--- src/design/core_cfg.svh ---
`ifndef CORE_CFG_SVH
`define CORE_CFG_SVH

// architectural register file
`define CORE_REG_COUNT 32
`define CORE_REG_ADDR_W 5

// hi/lo contents out of reset
`define CORE_HILO_RESET 32'h0000_0000

`endif

--- src/design/core_pkg.sv ---
`default_nettype none

`include "core_cfg.svh"

package core_pkg;

    typedef logic [31:0] word_t;
    typedef logic [`CORE_REG_ADDR_W-1:0] reg_addr_t;
    typedef logic [63:0] hilo_t;

    // immediate forms reuse the matching register-register op
    typedef enum logic [4:0] {
        OP_NONE,
        OP_ADDU,
        OP_SUBU,
        OP_AND,
        OP_OR,
        OP_XOR,
        OP_NOR,
        OP_SLT,
        OP_SLTU,
        OP_SLL,
        OP_SRL,
        OP_SRA,
        OP_MULT,
        OP_MULTU,
        OP_MFHI,
        OP_MFLO,
        OP_MTHI,
        OP_MTLO
    } alu_op_t;

endpackage

`default_nettype wire

--- src/design/result_stage.sv ---
`default_nettype none

`include "core_cfg.svh"

module result_stage (
    input  logic                clk,
    input  logic                reset,
    input  logic                e_write,
    input  core_pkg::reg_addr_t e_dest,
    input  core_pkg::word_t     e_data,
    input  logic                e_hi_write,
    input  logic                e_lo_write,
    input  core_pkg::word_t     e_hi,
    input  core_pkg::word_t     e_lo,
    output logic                wen,
    output core_pkg::reg_addr_t wa,
    output core_pkg::word_t     wd,
    output logic                wb_valid,
    output core_pkg::reg_addr_t wb_addr,
    output core_pkg::word_t     wb_data,
    output core_pkg::word_t     hi_value,
    output core_pkg::word_t     lo_value
);
    import core_pkg::*;

    word_t hi_q;
    word_t lo_q;

    always_ff @(posedge clk) begin
        if (reset) begin
            hi_q <= `CORE_HILO_RESET;
            lo_q <= `CORE_HILO_RESET;
        end else begin
            if (e_hi_write) begin
                hi_q <= e_hi;
            end
            if (e_lo_write) begin
                lo_q <= e_lo;
            end
        end
    end

    // pending write wins for mfhi/mflo right behind
    assign hi_value = e_hi_write ? e_hi : hi_q;
    assign lo_value = e_lo_write ? e_lo : lo_q;

    assign wen      = e_write;
    assign wa       = e_dest;
    assign wd       = e_data;
    assign wb_valid = e_write;
    assign wb_addr  = e_dest;
    assign wb_data  = e_data;

endmodule

`default_nettype wire

--- config.mk ---
export PLATFORM = sky130hd
export DESIGN_NAME = result_stage
export DESIGN_NICKNAME = d
export VERILOG_FILES = /design/src/design/core_pkg.sv /design/src/design/result_stage.sv
export VERILOG_INCLUDE_DIRS = /design/src /design/src/design
export SDC_FILE = /design/constraint.sdc
export NUM_CORES = 1
export LEC_CHECK = 0
export BUFFER_PORTS_ARGS = -buffer_cell sky130_fd_sc_hd__buf_2
export CORE_AREA = 2 2 96 98
export CTS_CLUSTER_DIAMETER = 120
export DETAILED_ROUTE_END_ITERATION = 10
export DIE_AREA = 0 0 98 100
export PLACE_DENSITY = 0.76
export SLEW_MARGIN = 20
export SYNTH_ARGS = -nofsm -noshare
export SYNTH_HDL_FRONTEND = slang
export SYNTH_SLANG_ARGS = --single-unit
--- constraint.sdc ---
create_clock -name clk -period 1.25 [get_ports clk]
set_clock_uncertainty 0.05 [all_clocks]
set_input_delay 0.125 -clock clk [delete_from_list [all_inputs] [get_ports clk]]
set_output_delay 0.125 -clock clk [all_outputs]
set_load 0.01 [all_outputs]
Yosys cells after proc, flatten, opt, wreduce, memory -nomap -nowiden
Index checks and enable logic that the tools add are counted.

storage, ports and cells
  input bits = 106
  logic and storage cells = 4
  output and inout port bits = 140
  flip-flop bits (word level) = 64

operators by class
  muxes and demuxes = 2

operators by type and width
  operator           number
  32-bit 2-to-1 mux  2

Logic depth before layout (Yosys ltp)
  word-level depth = 1
  depth in mapped cells = 4
  mapped depth without buffers = 2

Least setup slack after synthesis
OpenSTA, ideal clock, no wires.

  kind = in2reg
  start point = in e_hi_write
  end point = reg hi_q[0]
  buffers on the path = 2
  data arrival time = 0.828 ns
  cell stages on the path = 4
  data required time = 1.072 ns
  setup time = 0.128 ns
  setup slack = 0.244 ns
  cell sequence = buf_6 buf_6 mux2_4 nor2b_1

between the ends
  word-level cells in the longest chain between the ends = 1

ends and longest elaborated chain
  element               RTL line            RTL
  start, declared       result_stage.sv:11  input logic e_hi_write,
  32-bit 2-to-1 mux     --
  via hi_value[0]       result_stage.sv:21  output core_pkg::word_t hi_value,
  end signal, assigned  result_stage.sv:31  hi_q <= `CORE_HILO_RESET;
  end signal, assigned  result_stage.sv:35  hi_q <= e_hi;
  end, declared         result_stage.sv:26  word_t hi_q;

The timed path passes the listed nets, and every way through them passes these cells.
A chain may end at the register's enable or synchronous reset.

Worst setup path after layout
  start point = reg hi_q[8]
  end point = out hi_value[8]

between the ends
  word-level cells in the longest chain between the ends = 1

ends and longest elaborated chain
  element            RTL line
  32-bit 2-to-1 mux  --
  end, declared      result_stage.sv:21

Every way passes these cells.

==> impl_metrics.ini <==
[run_status]
status = finished clean

[worst_setup_path]
crit_slowest_cell = dfxtp_1
crit_path_start = hi_q[8]$_SDFF_PP0_
cp.arrival_ns = 1.05
critPathCaptureType = output pin
crit_chain = mux2_4 -> buf_6
cp.required_ns = 1.08
crit_type = flip-flop to output pin
cp_max_fo = 2
max_stage_delay_ns = 0.31
path_delay_family = flip-flops
regToRegSetupSlack_ns = 0.24
r2r_end = hi_q[8]$_SDFF_PP0_
r2r_start = hi_q[8]$_SDFF_PP0_
cp_num_buf_inv = 1
reg2reg_depth = 3
start_kind = flip-flop

[route]
vias_per_cell = 4.40
dr.pass1.iters = 4
ant_nets = 0
wl_per_cell_um = 14.6
drc = 0
drtIter0Drc = 37
wl_mm = 6.66
vias = 2010

[run]
maxCapViolations = 0

[yosys]
yosysSeqAreaShare = 0.387
synth_edf_count = 0
synth_cells = 283
synth-main-ff-cell = dfxtp_1
yosys_warnings = 0
yosys.area.top_type = dfxtp_1
syn_area_um2 = 3310
yosys.area.top_type_share = 0.387
synth_common_cells = 76 x buf_4, 64 x dfxtp_1, 64 x nor2b_1, 60 x mux2_4, 8 x buf_6
ys_seq_elements = 64
synth.most_common_cell = buf_4
synthArstFlopShare = 0
postSynthAreaPerCell_um2 = 11.7
synthDistinctLibCells = 7
synth_area_leaders = dfxtp_1 39%, mux2_4 27%, buf_4 17%, nor2b_1 12%, buf_6 2.7%
syn_nets = 389

[placement]
pre_cts_ws_ns = 0.0938
port_buffers = 131
place_congestion = 0.717
placedCellCount = 439
dp_hpwl_mm = 4.38
placement.cell_area_um2 = 3520

[hold_path]
hold_path_class = input pin to flip-flop
min_to = lo_q[4]$_SDFF_PP0_
timing.hold.worst_path_depth = 3
min_from = e_lo[4]

[final_layout]
stdcell_area_um2 = 4180
fin_cells = 457
n_antenna_cell = 0
drive_gt1_frac = 0.630
final_nets = 447
area.growth.synth_to_final_pct = 26.2

[sta]
slew_viol_final = 0
hold_viol = 0
max_freq_mhz = 814
fin_crit_sh = 0.983
tightestPinTransition_ns = 0.274
timing.final.ws_setup_ns = 0.0215
min_period_ns = 1.23
rsz0062_at_grt = true
setup_viol = 0
holdWs_ns = 0.0988
relSlewSlack = 0.817

[global_route]
grt_pass1_vias = 2084
antenna_found_initial = 0
grt_pass1_wl_mm = 9.93
grt_max_degree = 65
track_usage = 0.128
globalRouteOverflowTotal = 0

[power]
vdd_ir_drop_max_uv = 608
p_leak_nw = 2.02
p_per_area_nw_per_um2 = 1360
fin_total_pwr_mw = 5.67

[clocking]
cts_tree = yes
cts_buffer_depth = 2
clkSinkCount = 64
h-tree-depth = 3
cts_made_buffers = 9
clk_pin_slew_worst_paths_ns = 0.07
cts_root_buf = clkbuf_8
clk_latency_ns = 0.33

[floorplan]
coreArea_um2 = 8890
die_w_um = 98
die_area_um2 = 9800
ios = 246
fp-row-count = 35
die_h_um = 100
start_util = 0.373
[metrics by stage]
step / TNS (ns) / util
2_1_floorplan: 0 / -
3_3_place_gp: 0 / 0.396
3_5_place_dp: 0 / 0.396
6_report: 0 / 0.470
5_1_grt: -0.188 / 0.470
4_1_cts: 0 / 0.438
[tightest hold or removal path, delay by kind of cell]
family                 cells  cell delay (ns)
and+or+nand+nor            1             0.11
muxes                      1             0.13
buffers and inverters      1             0.07
[cells in the final DEF, fill, tap and decap left out]
cell and instances:
dfxtp_1 64, buf_2 72, clkinv_2 2, mux2_4 62, mux2_2 2, buf_6 59
nor2b_1 64, buf_4 2, clkbuf_8 10, bufinv_16 4, buf_12 5
[logic make-up after synthesis]
group | Yosys count | share of synthesized area
flip-flops | 64 | 0.387
multiplexers | 64 | 0.285
AND/OR/NAND/NOR | 64 | 0.121
buffers and inverters | 91 | 0.207
[report_power, final]
group / leakage, nW / internal, mW / switching, mW
combinational: 1.36 / 0.704 / 0.410
clock: 0.136 / 1.57 / 0.788
sequential: 0.529 / 2.16 / 0.0339
total: 2.02 / 4.44 / 1.23
[state kept, by name, indices dropped and copies added (netlist names)]
signal / cells
hi_q: 32
lo_q: 32
[layout make-up]
cell class	instances	area, µm²
fill	787	4710
clock buffer	10	138
sequential	64	1280
clock inverter	6	130
multi-input combinational	128	1350
tap	111	139
timing repair buffer	138	1140
[layer usage]
| metal | routed length (µm) | global-route usage |
|---|---|---|
| met1 | 2520 | 0.133 |
| met2 | 3180 | 0.211 |
| met3 | 728 | 0.0634 |
| met4 | 231 | 0.0759 |
| met5 | 0 | 0 |
[what timing repair did]
| action | 4_1_cts | 5_1_grt |
|---|---|---|
| gates resized for setup | 16 | 47 |
| endpoints found under the setup margin | 16 | 57 |
| buffers inserted | 0 | 2 |
| hold buffers | 0 | 0 |
[worst max path at each step]
stage	cells past startpoint	slack (ns)	to
floorplan	4	0.24	hi_q[0]$_SDFF_PP0_
global placement	4	0.11	hi_value[29]
detailed placement	4	0.09	hi_value[29]
CTS	2	0.00001	hi_value[13]
global route	2	-0.02	hi_value[8]
finish	2	0.02	hi_value[8]
(Power assumes the default switching activity.)
