[config.mk]
export PLATFORM = sky130hd
export DESIGN_NAME = decode_stage
export DESIGN_NICKNAME = d
export VERILOG_FILES = /design/src/design/core_pkg.sv /design/src/design/decode_stage.sv
export VERILOG_INCLUDE_DIRS = /design/src /design/src/design
export SDC_FILE = /design/constraint.sdc
export NUM_CORES = 1
export LEC_CHECK = 0
export BUFFER_PORTS_ARGS = -buffer_cell sky130_fd_sc_hd__buf_2
export CAP_MARGIN = 20
export CORE_MARGIN = 3
export CORE_UTILIZATION = 45
export CTS_CLUSTER_DIAMETER = 40
export DETAILED_ROUTE_END_ITERATION = 10
export PLACE_DENSITY = 0.82
export SYNTH_ARGS = -nofsm -noshare
export SYNTH_HDL_FRONTEND = slang
export SYNTH_SLANG_ARGS = --single-unit
[constraint.sdc]
create_clock -name clk -period 2.1 [get_ports clk]
set_input_delay 0.105 -clock clk [delete_from_list [all_inputs] [get_ports clk]]
set_output_delay 0.105 -clock clk [all_outputs]
set_load 0.01 [all_outputs]
[src/design/core_cfg.svh]
`ifndef CORE_CFG_SVH
`define CORE_CFG_SVH

// architectural register file
`define CORE_REG_COUNT 32
`define CORE_REG_ADDR_W 5

// hi/lo contents out of reset
`define CORE_HILO_RESET 32'h0000_0000

`endif

[src/design/core_pkg.sv]
`default_nettype none

`include "core_cfg.svh"

package core_pkg;

    typedef logic [31:0] word_t;
    typedef logic [`CORE_REG_ADDR_W-1:0] reg_addr_t;
    typedef logic [63:0] hilo_t;

    // immediate forms reuse the matching register-register op
    typedef enum logic [4:0] {
        OP_NONE,
        OP_ADDU,
        OP_SUBU,
        OP_AND,
        OP_OR,
        OP_XOR,
        OP_NOR,
        OP_SLT,
        OP_SLTU,
        OP_SLL,
        OP_SRL,
        OP_SRA,
        OP_MULT,
        OP_MULTU,
        OP_MFHI,
        OP_MFLO,
        OP_MTHI,
        OP_MTLO
    } alu_op_t;

endpackage

`default_nettype wire

[src/design/decode_stage.sv]
`default_nettype none

module decode_stage (
    input  logic                clk,
    input  logic                reset,
    input  logic                instr_valid,
    input  core_pkg::word_t     instr,
    input  core_pkg::word_t     rd1,
    input  core_pkg::word_t     rd2,
    input  logic                ex_fwd_write,
    input  core_pkg::reg_addr_t ex_fwd_addr,
    input  core_pkg::word_t     ex_fwd_data,
    output core_pkg::reg_addr_t ra1,
    output core_pkg::reg_addr_t ra2,
    output logic                d_valid,
    output logic                d_write,
    output core_pkg::alu_op_t   d_op,
    output core_pkg::reg_addr_t d_dest,
    output core_pkg::word_t     d_srca,
    output core_pkg::word_t     d_srcb,
    output logic [4:0]          d_shamt
);
    import core_pkg::*;

    logic [5:0]  opcode;
    logic [5:0]  funct;
    reg_addr_t   rs_f;
    reg_addr_t   rt_f;
    reg_addr_t   rd_f;
    logic [4:0]  shamt_f;
    logic [15:0] imm;

    alu_op_t     op_n;
    reg_addr_t   dest_n;
    logic        known;
    logic        writes;
    logic        use_imm;
    logic        zero_a;
    word_t       imm_ext;
    word_t       opa;
    word_t       opb;

    assign opcode  = instr[31:26];
    assign rs_f    = instr[25:21];
    assign rt_f    = instr[20:16];
    assign rd_f    = instr[15:11];
    assign shamt_f = instr[10:6];
    assign funct   = instr[5:0];
    assign imm     = instr[15:0];

    assign ra1 = rs_f;
    assign ra2 = rt_f;

    always_comb begin
        op_n    = OP_NONE;
        dest_n  = rd_f;
        known   = 1'b1;
        writes  = 1'b1;
        use_imm = 1'b0;
        zero_a  = 1'b0;
        imm_ext = {{16{imm[15]}}, imm};
        case (opcode)
            6'h00: begin
                case (funct)
                    6'h21: op_n = OP_ADDU;
                    6'h23: op_n = OP_SUBU;
                    6'h24: op_n = OP_AND;
                    6'h25: op_n = OP_OR;
                    6'h26: op_n = OP_XOR;
                    6'h27: op_n = OP_NOR;
                    6'h2a: op_n = OP_SLT;
                    6'h2b: op_n = OP_SLTU;
                    6'h00: op_n = OP_SLL;
                    6'h02: op_n = OP_SRL;
                    6'h03: op_n = OP_SRA;
                    6'h10: op_n = OP_MFHI;
                    6'h12: op_n = OP_MFLO;
                    6'h18: begin
                        op_n   = OP_MULT;
                        writes = 1'b0;
                    end
                    6'h19: begin
                        op_n   = OP_MULTU;
                        writes = 1'b0;
                    end
                    6'h11: begin
                        op_n   = OP_MTHI;
                        writes = 1'b0;
                    end
                    6'h13: begin
                        op_n   = OP_MTLO;
                        writes = 1'b0;
                    end
                    default: known = 1'b0;
                endcase
            end
            6'h09: op_n = OP_ADDU;
            6'h0a: op_n = OP_SLT;
            6'h0b: op_n = OP_SLTU;
            6'h0c: op_n = OP_AND;
            6'h0d: op_n = OP_OR;
            6'h0e: op_n = OP_XOR;
            6'h0f: op_n = OP_OR;
            default: known = 1'b0;
        endcase

        if (opcode != 6'h00) begin
            dest_n  = rt_f;
            use_imm = 1'b1;
        end
        // logical immediates zero-extend
        if (opcode == 6'h0c || opcode == 6'h0d || opcode == 6'h0e) begin
            imm_ext = {16'h0000, imm};
        end
        // lui is an or with zero
        if (opcode == 6'h0f) begin
            imm_ext = {imm, 16'h0000};
            zero_a  = 1'b1;
        end

        if (!known) begin
            op_n   = OP_NONE;
            writes = 1'b0;
        end
    end

    // forward from the instruction one ahead
    assign opa = (ex_fwd_write && ex_fwd_addr == rs_f) ? ex_fwd_data : rd1;
    assign opb = (ex_fwd_write && ex_fwd_addr == rt_f) ? ex_fwd_data : rd2;

    always_ff @(posedge clk) begin
        if (reset) begin
            d_valid <= 1'b0;
            d_write <= 1'b0;
            d_op    <= OP_NONE;
        end else begin
            d_valid <= instr_valid && known;
            d_write <= instr_valid && writes && dest_n != '0;
            d_op    <= instr_valid ? op_n : OP_NONE;
        end
    end

    always_ff @(posedge clk) begin
        d_dest  <= dest_n;
        d_srca  <= zero_a ? '0 : opa;
        d_srcb  <= use_imm ? imm_ext : opb;
        d_shamt <= shamt_f;
    end

endmodule

`default_nettype wire

# After elaboration in Yosys (flattened, before gate mapping)
# Index checks and enable logic that the tools add are counted.
# classes
eq_ne	25
reduce_logical	16
mux	15
bitwise_logic	2
# op_table
cell	count
$mux 32	5
$pmux 5 s17	1
$eq 6x6->1 const B	8
$eq 6x4->1 const B	7
$eq 6x5->1 const B	6
$pmux 5 s7	1
$reduce_or 17->1	1
$eq 6x2->1 const B	2
$logic_not 6->1	2
$eq 5x5->1	2
$reduce_or 7->1	1
$mux 1	6
$reduce_bool 6->1	1
$logic_and 1x1->1	5
$mux 5	1
$reduce_bool 5->1	1
$reduce_or 4->1	1
$reduce_or 3->1	1
$logic_or 1x1->1	2
$not 1->1	2
$pmux 1 s2	1
$reduce_or 2->1	1
# word_totals
in_bits	137
wordCells	65
reg_bits	81

# Longest topological paths before layout
# Gate-level depths: netlist of the first run.
# depth
ltp_word	7
mapped_depth	6
depth_no_buf	4

# Worst setup path before layout of the first run
# Ideal clock, no wire load.
# synth_timing
path_kind	input -> register
from	input instr[17]
to	register d_srcb[10]
n_path_buf	1
t_arrival_ns	1.140
required_time_ns	1.973
setup_ns	0.127
cell_stages	5
path_slack_ns	0.834
path_cell_list	xnor2_1 nand4_1 nor2_1 buf_2 o211ai_1
# synth_via
elab_chain_len	4
# synth_lines
item	line	source
start, declared	decode_stage.sv:7	input core_pkg::word_t instr,
$eq 5x5->1	decode_stage.sv:129	assign opb = (ex_fwd_write && ex_fwd_addr == rt_f) ? ex_fwd_data : rd2;
$logic_and 1x1->1	decode_stage.sv:129	
$mux 32	decode_stage.sv:129	
$mux 32	decode_stage.sv:146	d_srcb <= use_imm ? imm_ext : opb;
end signal, assigned	decode_stage.sv:146	
end, declared	decode_stage.sv:20	output core_pkg::word_t d_srcb,
# Every way passes these cells.
# A chain may end at the register's enable or synchronous reset.

# Worst setup path in the final report of the first run
# layout_timing
from	input instr[29]
to	register d_srcb[25]
# layout_via
elab_chain_len	6
elab_cells_between_ends	11
# layout_lines
item	line	source
$eq 6x4->1	decode_stage.sv:112	if (opcode == 6'h0c || opcode == 6'h0d || opcode == 6'h0e) begin
$logic_or 1x1->1 (2 in series)	decode_stage.sv:112	
$mux 32	decode_stage.sv:112	
$mux 32	decode_stage.sv:116	if (opcode == 6'h0f) begin
$mux 32 (*)	decode_stage.sv:146	
# Every way passes the cells marked *; elsewhere a longest branch is shown, timed or not.

==> results of run 1 <==
[critical path, stage by stage]
cell and delay (ns):
buf_2 0.12, or3_1 0.46, o22ai_2 0.58, a21oi_1 0.12
a31oi_1 0.16
[sequential cells by signal (all words and copies together) (netlist names)]
register	flops
d_dest	5
d_op	5
d_shamt	5
d_srca	32
d_srcb	32
d_valid	1
d_write	1
[per-layer routing]
metal	vias up	part of all wire (%)	wire [µm]
met5	-	0	0
met4	0	2.1	297
met3	26	11	1620
met2	283	48	6850
met1	2069	39	5540
li1	2137	-	-
[final timing paths]
path,cells past startpoint,slack (ns),to
setup / recovery,5,0.83,d_srcb[25]$_DFF_P_
hold / removal,3,0.01,d_srca[17]$_SDFF_PP0_
[placed cells by master, fill, tap and decap left out, types with 3 or more instances in the layout]
cell type / n
nand2b_1: 4
a21oi_1: 56
clkbuf_8: 10
buf_4: 18
nor3_1: 7
nand3_1: 50
dlygate4sd3_1: 8
a31oi_1: 16
nor2_1: 6
nand3b_1: 4
a311oi_1: 3
inv_1: 3
o21ai_0: 53
xnor2_1: 11
buf_2: 227
nand2_1: 54
nand4_1: 19
o211ai_1: 18
dfxtp_1: 81
nand4b_1: 4
[report_power, final]
| part | internal, mW | switching (mW) |
|---|---|---|
| Sequential | 1.63 | 0.0272 |
| Combinational | 0.284 | 0.391 |
| Clock | 0.479 | 0.626 |
[cell type report]
type                            instances  share of cell area, %
Multi-Input combinational cell        337                   36.5
Tap cell                              102                   2.46
Clock buffer                           10                   2.65
Timing Repair Buffer                  253                   26.0
Clock inverter                          6                  0.964
Inverter                                3                  0.217
Sequential cell                        81                   31.2
[what timing repair did]
action,4_1_cts,5_1_grt
resized for setup,0,0
hold buffers,8,0
endpoints found under the hold margin,8,0
[per-stage QoR]
step                hold slack, ns  cells  total power, mW
detailed placement           0.253    768             2.35
finish                      0.0115    792             3.44
CTS                       0.000678    792             3.45
global route               0.00419    792             3.58
global placement             0.249    768             2.34
floorplan                    0.133    477             2.02
[cells by family after synthesis]
logic type | after synthesis | share of synthesized area (%)
DFF | 81 | 42.7
AOI/OAI and AO/OA | 156 | 23.5
buffers and inverters | 59 | 7.45
xor gates and xnor gates | 11 | 2.54
muxes | 2 | 0.560
and+or+nand+nor | 168 | 23.3
==> flow_summary_export.csv, run 1 <==
group,metric,value,unit
status,status,"finished, final reports clean",
critical_path,start_kind,"input port",
sta,finalCriticalPeriod,1.27,ns
floorplanning,initial_utilization,47.7,%
hold_path,min_from,"ex_fwd_data[17]",
placed_design,dp_hpwl,10800,µm
clock_tree,cts-root-buf,"clkbuf_8",
critical_path,required,2.38,ns
finish,seq_area,1620,µm²
critical_path,crit_type,"input port to flip-flop",
hold_path,hp-class,"input port to flip-flop",
floorplanning,io_pins,228,
power,max-vdd-ir-drop,0.000403,V
yosys,synth_edf_count,0,
drt,ant_nets,0,
yosys,postSynthCellCount,477,
critical_path,path_max_fanout,15,
drt,routed_wl,14300,µm
sta,timing.fmax,787,MHz
yosys,yosysMostFrequentCell,"dfxtp_1",
sta,tightest_slew,0.664,ns
clock_tree,clk_path_buf_depth,2,
clock_tree,cts_sinks,81,
drt,vias_per_cell,5.70,
placed_design,postPlaceCellArea,4930,µm²
critical_path,end_kind,"flip-flop",
floorplanning,die_h,97.9,µm
yosys,synth.area.top_cells,"dfxtp_1, a21oi_1, o21ai_0, nand3_1, nand2_1",
floorplanning,die_width,97.9,µm
yosys,ys_ff_latch,81,
clock_tree,numCtsBuffers,9,
grt,grt_overflow,0,
finish,drive_above_1_share,39.3,%
sta,hold_viol,0,
grt,grt_pass1_wl,22100,µm
finish,final_area,5190,µm²
sta,max-slew-margin-rel,55.7,%
yosys,synthTopCellsByCount,"dfxtp_1, a21oi_1, nand2_1",
drt,drc,0,
sta,fin_setup_tns,0,ns
clock_tree,post_cts_buffers,0,
finish,fin_util,65.2,%
sta,min_period_over_period,60.5,%
yosys,synth_nets,614,
grt,met2_usage,47.9,%
sta,fin_ws,0.829,ns
yosys,synth_async_sr_flop_share,0,%
grt,grt_pass1_vias,4267,
critical_path,cp-startpoint,"instr[29]",
sta,setup_violations,0,
yosys,syn-cell-area,3800,µm²
floorplanning,std_cell_rows,32,
floorplanning,dieArea,9580,µm²
placed_design,portBuffers,227,
sta,grt_setup_unrepaired,"false",
grt,grt_antenna_before_repair,0,
finish,fin_nets,822,
sta,slew_viol_final,0,
yosys,synth_area_per_cell,7.96,µm²
job,maxCapViolCount,0,
floorplanning,coreArea,7970,µm²
yosys,yosysTopAreaCellShare,42.7,%
yosys,ys_types,43,
drt,drt-pass1-iter-count,5,
grt,grt_most_used_layer,"met2",
critical_path,cp.arrival,1.55,ns
placed_design,post-place-ws,0.497,ns
grt,grt_use_met1,36.8,%
yosys,yosys.area.top_type,"dfxtp_1",
yosys,ys.flop_type,"dfxtp_1",
finish,multi_input_area,1890,µm²
yosys,yosysWarnings,0,
yosys,synth_seq_area_share,42.7,%
placed_design,gp_congestion,0.882,
drt,vias,4515,
clock_tree,htreeDepth,3,
finish,antenna_cells,0,
drt,wl_per_cell,18.1,µm
clock_tree,clkTransAtPathRegs,0.09,ns
clock_tree,cts_tree,"built",
finish,areaGrowthSynthToFinish,36.8,%
grt,met3_usage,6.57,%
drt,drt-initial-drc-count,378,
power,leakagePower,2.28,nW
power,power_density,662,nW/µm²
grt,grt_usage,28.6,%
finish,final.fill_count,724,
grt,grt_max_degree,33,
Note: power is estimated with default switching activity, not from simulation.
==> run 2: changes to the inputs <==
Settings changed: CORE_UTILIZATION 45 to 39, PLACE_DENSITY 0.82 to 0.75.
Clock period 2.1 ns to 1 ns, I/O delays scaled along.
==> run 2 against run 1 <==
Compared with the run above:
- combinational power increased to 3.0 times the previous value
- final cell count increased by 21%
- worst hold slack got worse by 0.00050 ns
- routed wire length increased by 27%
- via count increased by 18%
- clock-buffer cell count increased by 1
- worst setup slack got worse by 0.82 ns
- largest cell class is now non-clock buffers
==> flow_summary_export.csv, run 2 (synthesized netlist as in run 1, its figures left out) <==
group,metric,value,unit
drt,ant_nets,0,
sta,whs,0.0110,ns
floorplanning,initial_utilization,40.5,%
finish,final_common_cell,"buf_2",
clock_tree,cts_tree,"built",
critical_path,slowest_stage,"or3_4",
critical_path,cp_cell_sequence,"buf_2 > or3_4 > nor2_4 > buf_6 > buf_12 > mux2i_1 > a311oi_2",
power,p_seq_share,43.5,%
sta,slew_viol_final,0,
floorplanning,die_width,105,µm
grt,grt_usage,31.2,%
finish,fin_nets,959,
hold_path,hold_path_depth,3,
clock_tree,cts-root-buf,"clkbuf_8",
critical_path,cpPeakStageDelay,0.42,ns
sta,timing.fmax,1010,MHz
grt,grt_pass1_vias,5301,
finish,fin_util,73.0,%
hold_path,hold_path_end,"d_srca[19]$_SDFF_PP0_",
drt,vias_per_cell,5.58,
sta,finalCriticalPeriod,0.987,ns
job,maxCapViolCount,0,
clock_tree,cts_sinks,81,
drt,routed_wl,18200,µm
drt,drt-pass1-iter-count,7,
power,p_int,5.68,mW
critical_path,cp.arrival,1.20,ns
grt,grt_overflow,0,
floorplanning,die_h,105,µm
clock_tree,clkTransAtPathRegs,0.08,ns
grt,grt_pass1_wl,27600,µm
clock_tree,htreeDepth,3,
placed_design,dp_hpwl,11600,µm
clock_tree,clk_path_buf_depth,2,
critical_path,crit_type,"input port to flip-flop",
power,clockPowerShare,31.5,%
floorplanning,dieArea,11000,µm²
power,leakagePower,2.96,nW
floorplanning,coreArea,9370,µm²
sta,hold_viol,0,
sta,tightest_slew,0.351,ns
finish,largestRegisters,"d_srca: 32 flops, d_srcb: 32 flops",
placed_design,gp_congestion,0.884,
drt,drt-initial-drc-count,476,
floorplanning,std_cell_rows,35,
power,power_switching_share,29.2,%
drt,wl_per_cell,19.0,µm
drt,drc,0,
critical_path,path_max_fanout,4,
grt,grt_antenna_before_repair,1,
clock_tree,numCtsBuffers,9,
hold_path,hp-class,"input port to flip-flop",
sta,max-slew-margin-rel,76.4,%
hold_path,min_from,"rd1[19]",
grt,grt_max_degree,33,
power,p_sw,2.34,mW
finish,final_cell_mix,"buf_2, dlygate4sd3_1, dfxtp_1, nand2_1",
critical_path,start_kind,"input port",
drt,vias,5337,
finish,drive_above_1_share,40.6,%
power,power.total,8.02,mW
floorplanning,io_pins,228,
critical_path,required,1.22,ns
critical_path,end_kind,"flip-flop",
finish,areaGrowthSynthToFinish,80.1,%
sta,setup_violations,0,
status,status,"finished, final reports clean",
power,p_comb_share,25.1,%
placed_design,portBuffers,227,
power,power_density,1170,nW/µm²
sta,min_period_over_period,98.7,%
power,max-vdd-ir-drop,0.000901,V
-- run 2: cell types whose count changed in the layout (fill, tap and decap cells not counted), sizes merged --
cell         change
clkbuf           +3
bufinv           +1
dlygate4sd3     +92
buf             +43
inv              -2
diode            +1
-- run 2: through the flow --
stage          TNS (ns)  std cells  area, µm²  setup slack, ns
2_1_floorplan     -2.68        477       3950           -0.123
3_3_place_gp     -20.13        834       5490           -0.343
3_5_place_dp     -22.05        834       5490           -0.414
4_1_cts        -0.00422        950       6700         -0.00422
5_1_grt         -0.0710        957       6840          -0.0428
6_report              0        957       6840           0.0126
-- run 2: final cells by class --
cell class,instances,area (µm²)
Multi-Input combinational cell,337,2010
Fill cell,670,2530
Tap cell,129,161
Timing Repair Buffer,390,2820
Antenna cell,1,2.50
Sequential cell,81,1620
Clock buffer,11,141
Clock inverter,5,63.8
Inverter,3,11.3
-- run 2: worst max-delay path by stage --
stage	cells after the start	from	to	slack, ns
6_report	7	instr[31]	d_write$_SDFF_PP0_	0.01
3_3_place_gp	6	instr[30]	d_write$_SDFF_PP0_	-0.34
3_5_place_dp	6	instr[30]	d_write$_SDFF_PP0_	-0.41
4_1_cts	6	instr[28]	d_srcb[0]$_DFF_P_	-0.004
5_1_grt	7	instr[31]	d_srcb[13]$_DFF_P_	-0.04
2_1_floorplan	5	instr[3]	d_op[0]$_SDFF_PP0_	-0.12
-- run 2: worst max-delay path, delay by kind of cell --
family | cells | cell delay (ns)
compound gates | 1 | 0.05
mux | 1 | 0.20
simple gates | 2 | 0.56
buf+inv | 3 | 0.33
-- run 2: repair_timing --
action | 4_1_cts | 5_1_grt
hold buffers | 100 | 0
hold endpoints to repair | 68 | 0
gates cloned | 0 | 3
buffers inserted | 0 | 3
pin swaps | 3 | 6
endpoints found under the setup margin | 2 | 47
gates resized for setup | 0 | 15
-- run 2: power groups by stage --
stage,Combinational [mW],Sequential [mW],Clock [mW]
finish,2.01,3.48,2.52
global route,2.14,3.50,2.69
CTS,1.90,3.48,2.53
detailed placement,1.59,3.55,0
global placement,1.57,3.55,0
floorplan,0.621,3.66,0
-- run 2: routing by layer --
layer	track usage [%]	part of all wire (%)	vias to the layer above
met5	0	0	-
met4	13.2	4.0	0
met3	7.54	9.9	75
li1	-	-	2414
met1	36.7	37	2468
met2	54.1	49	380
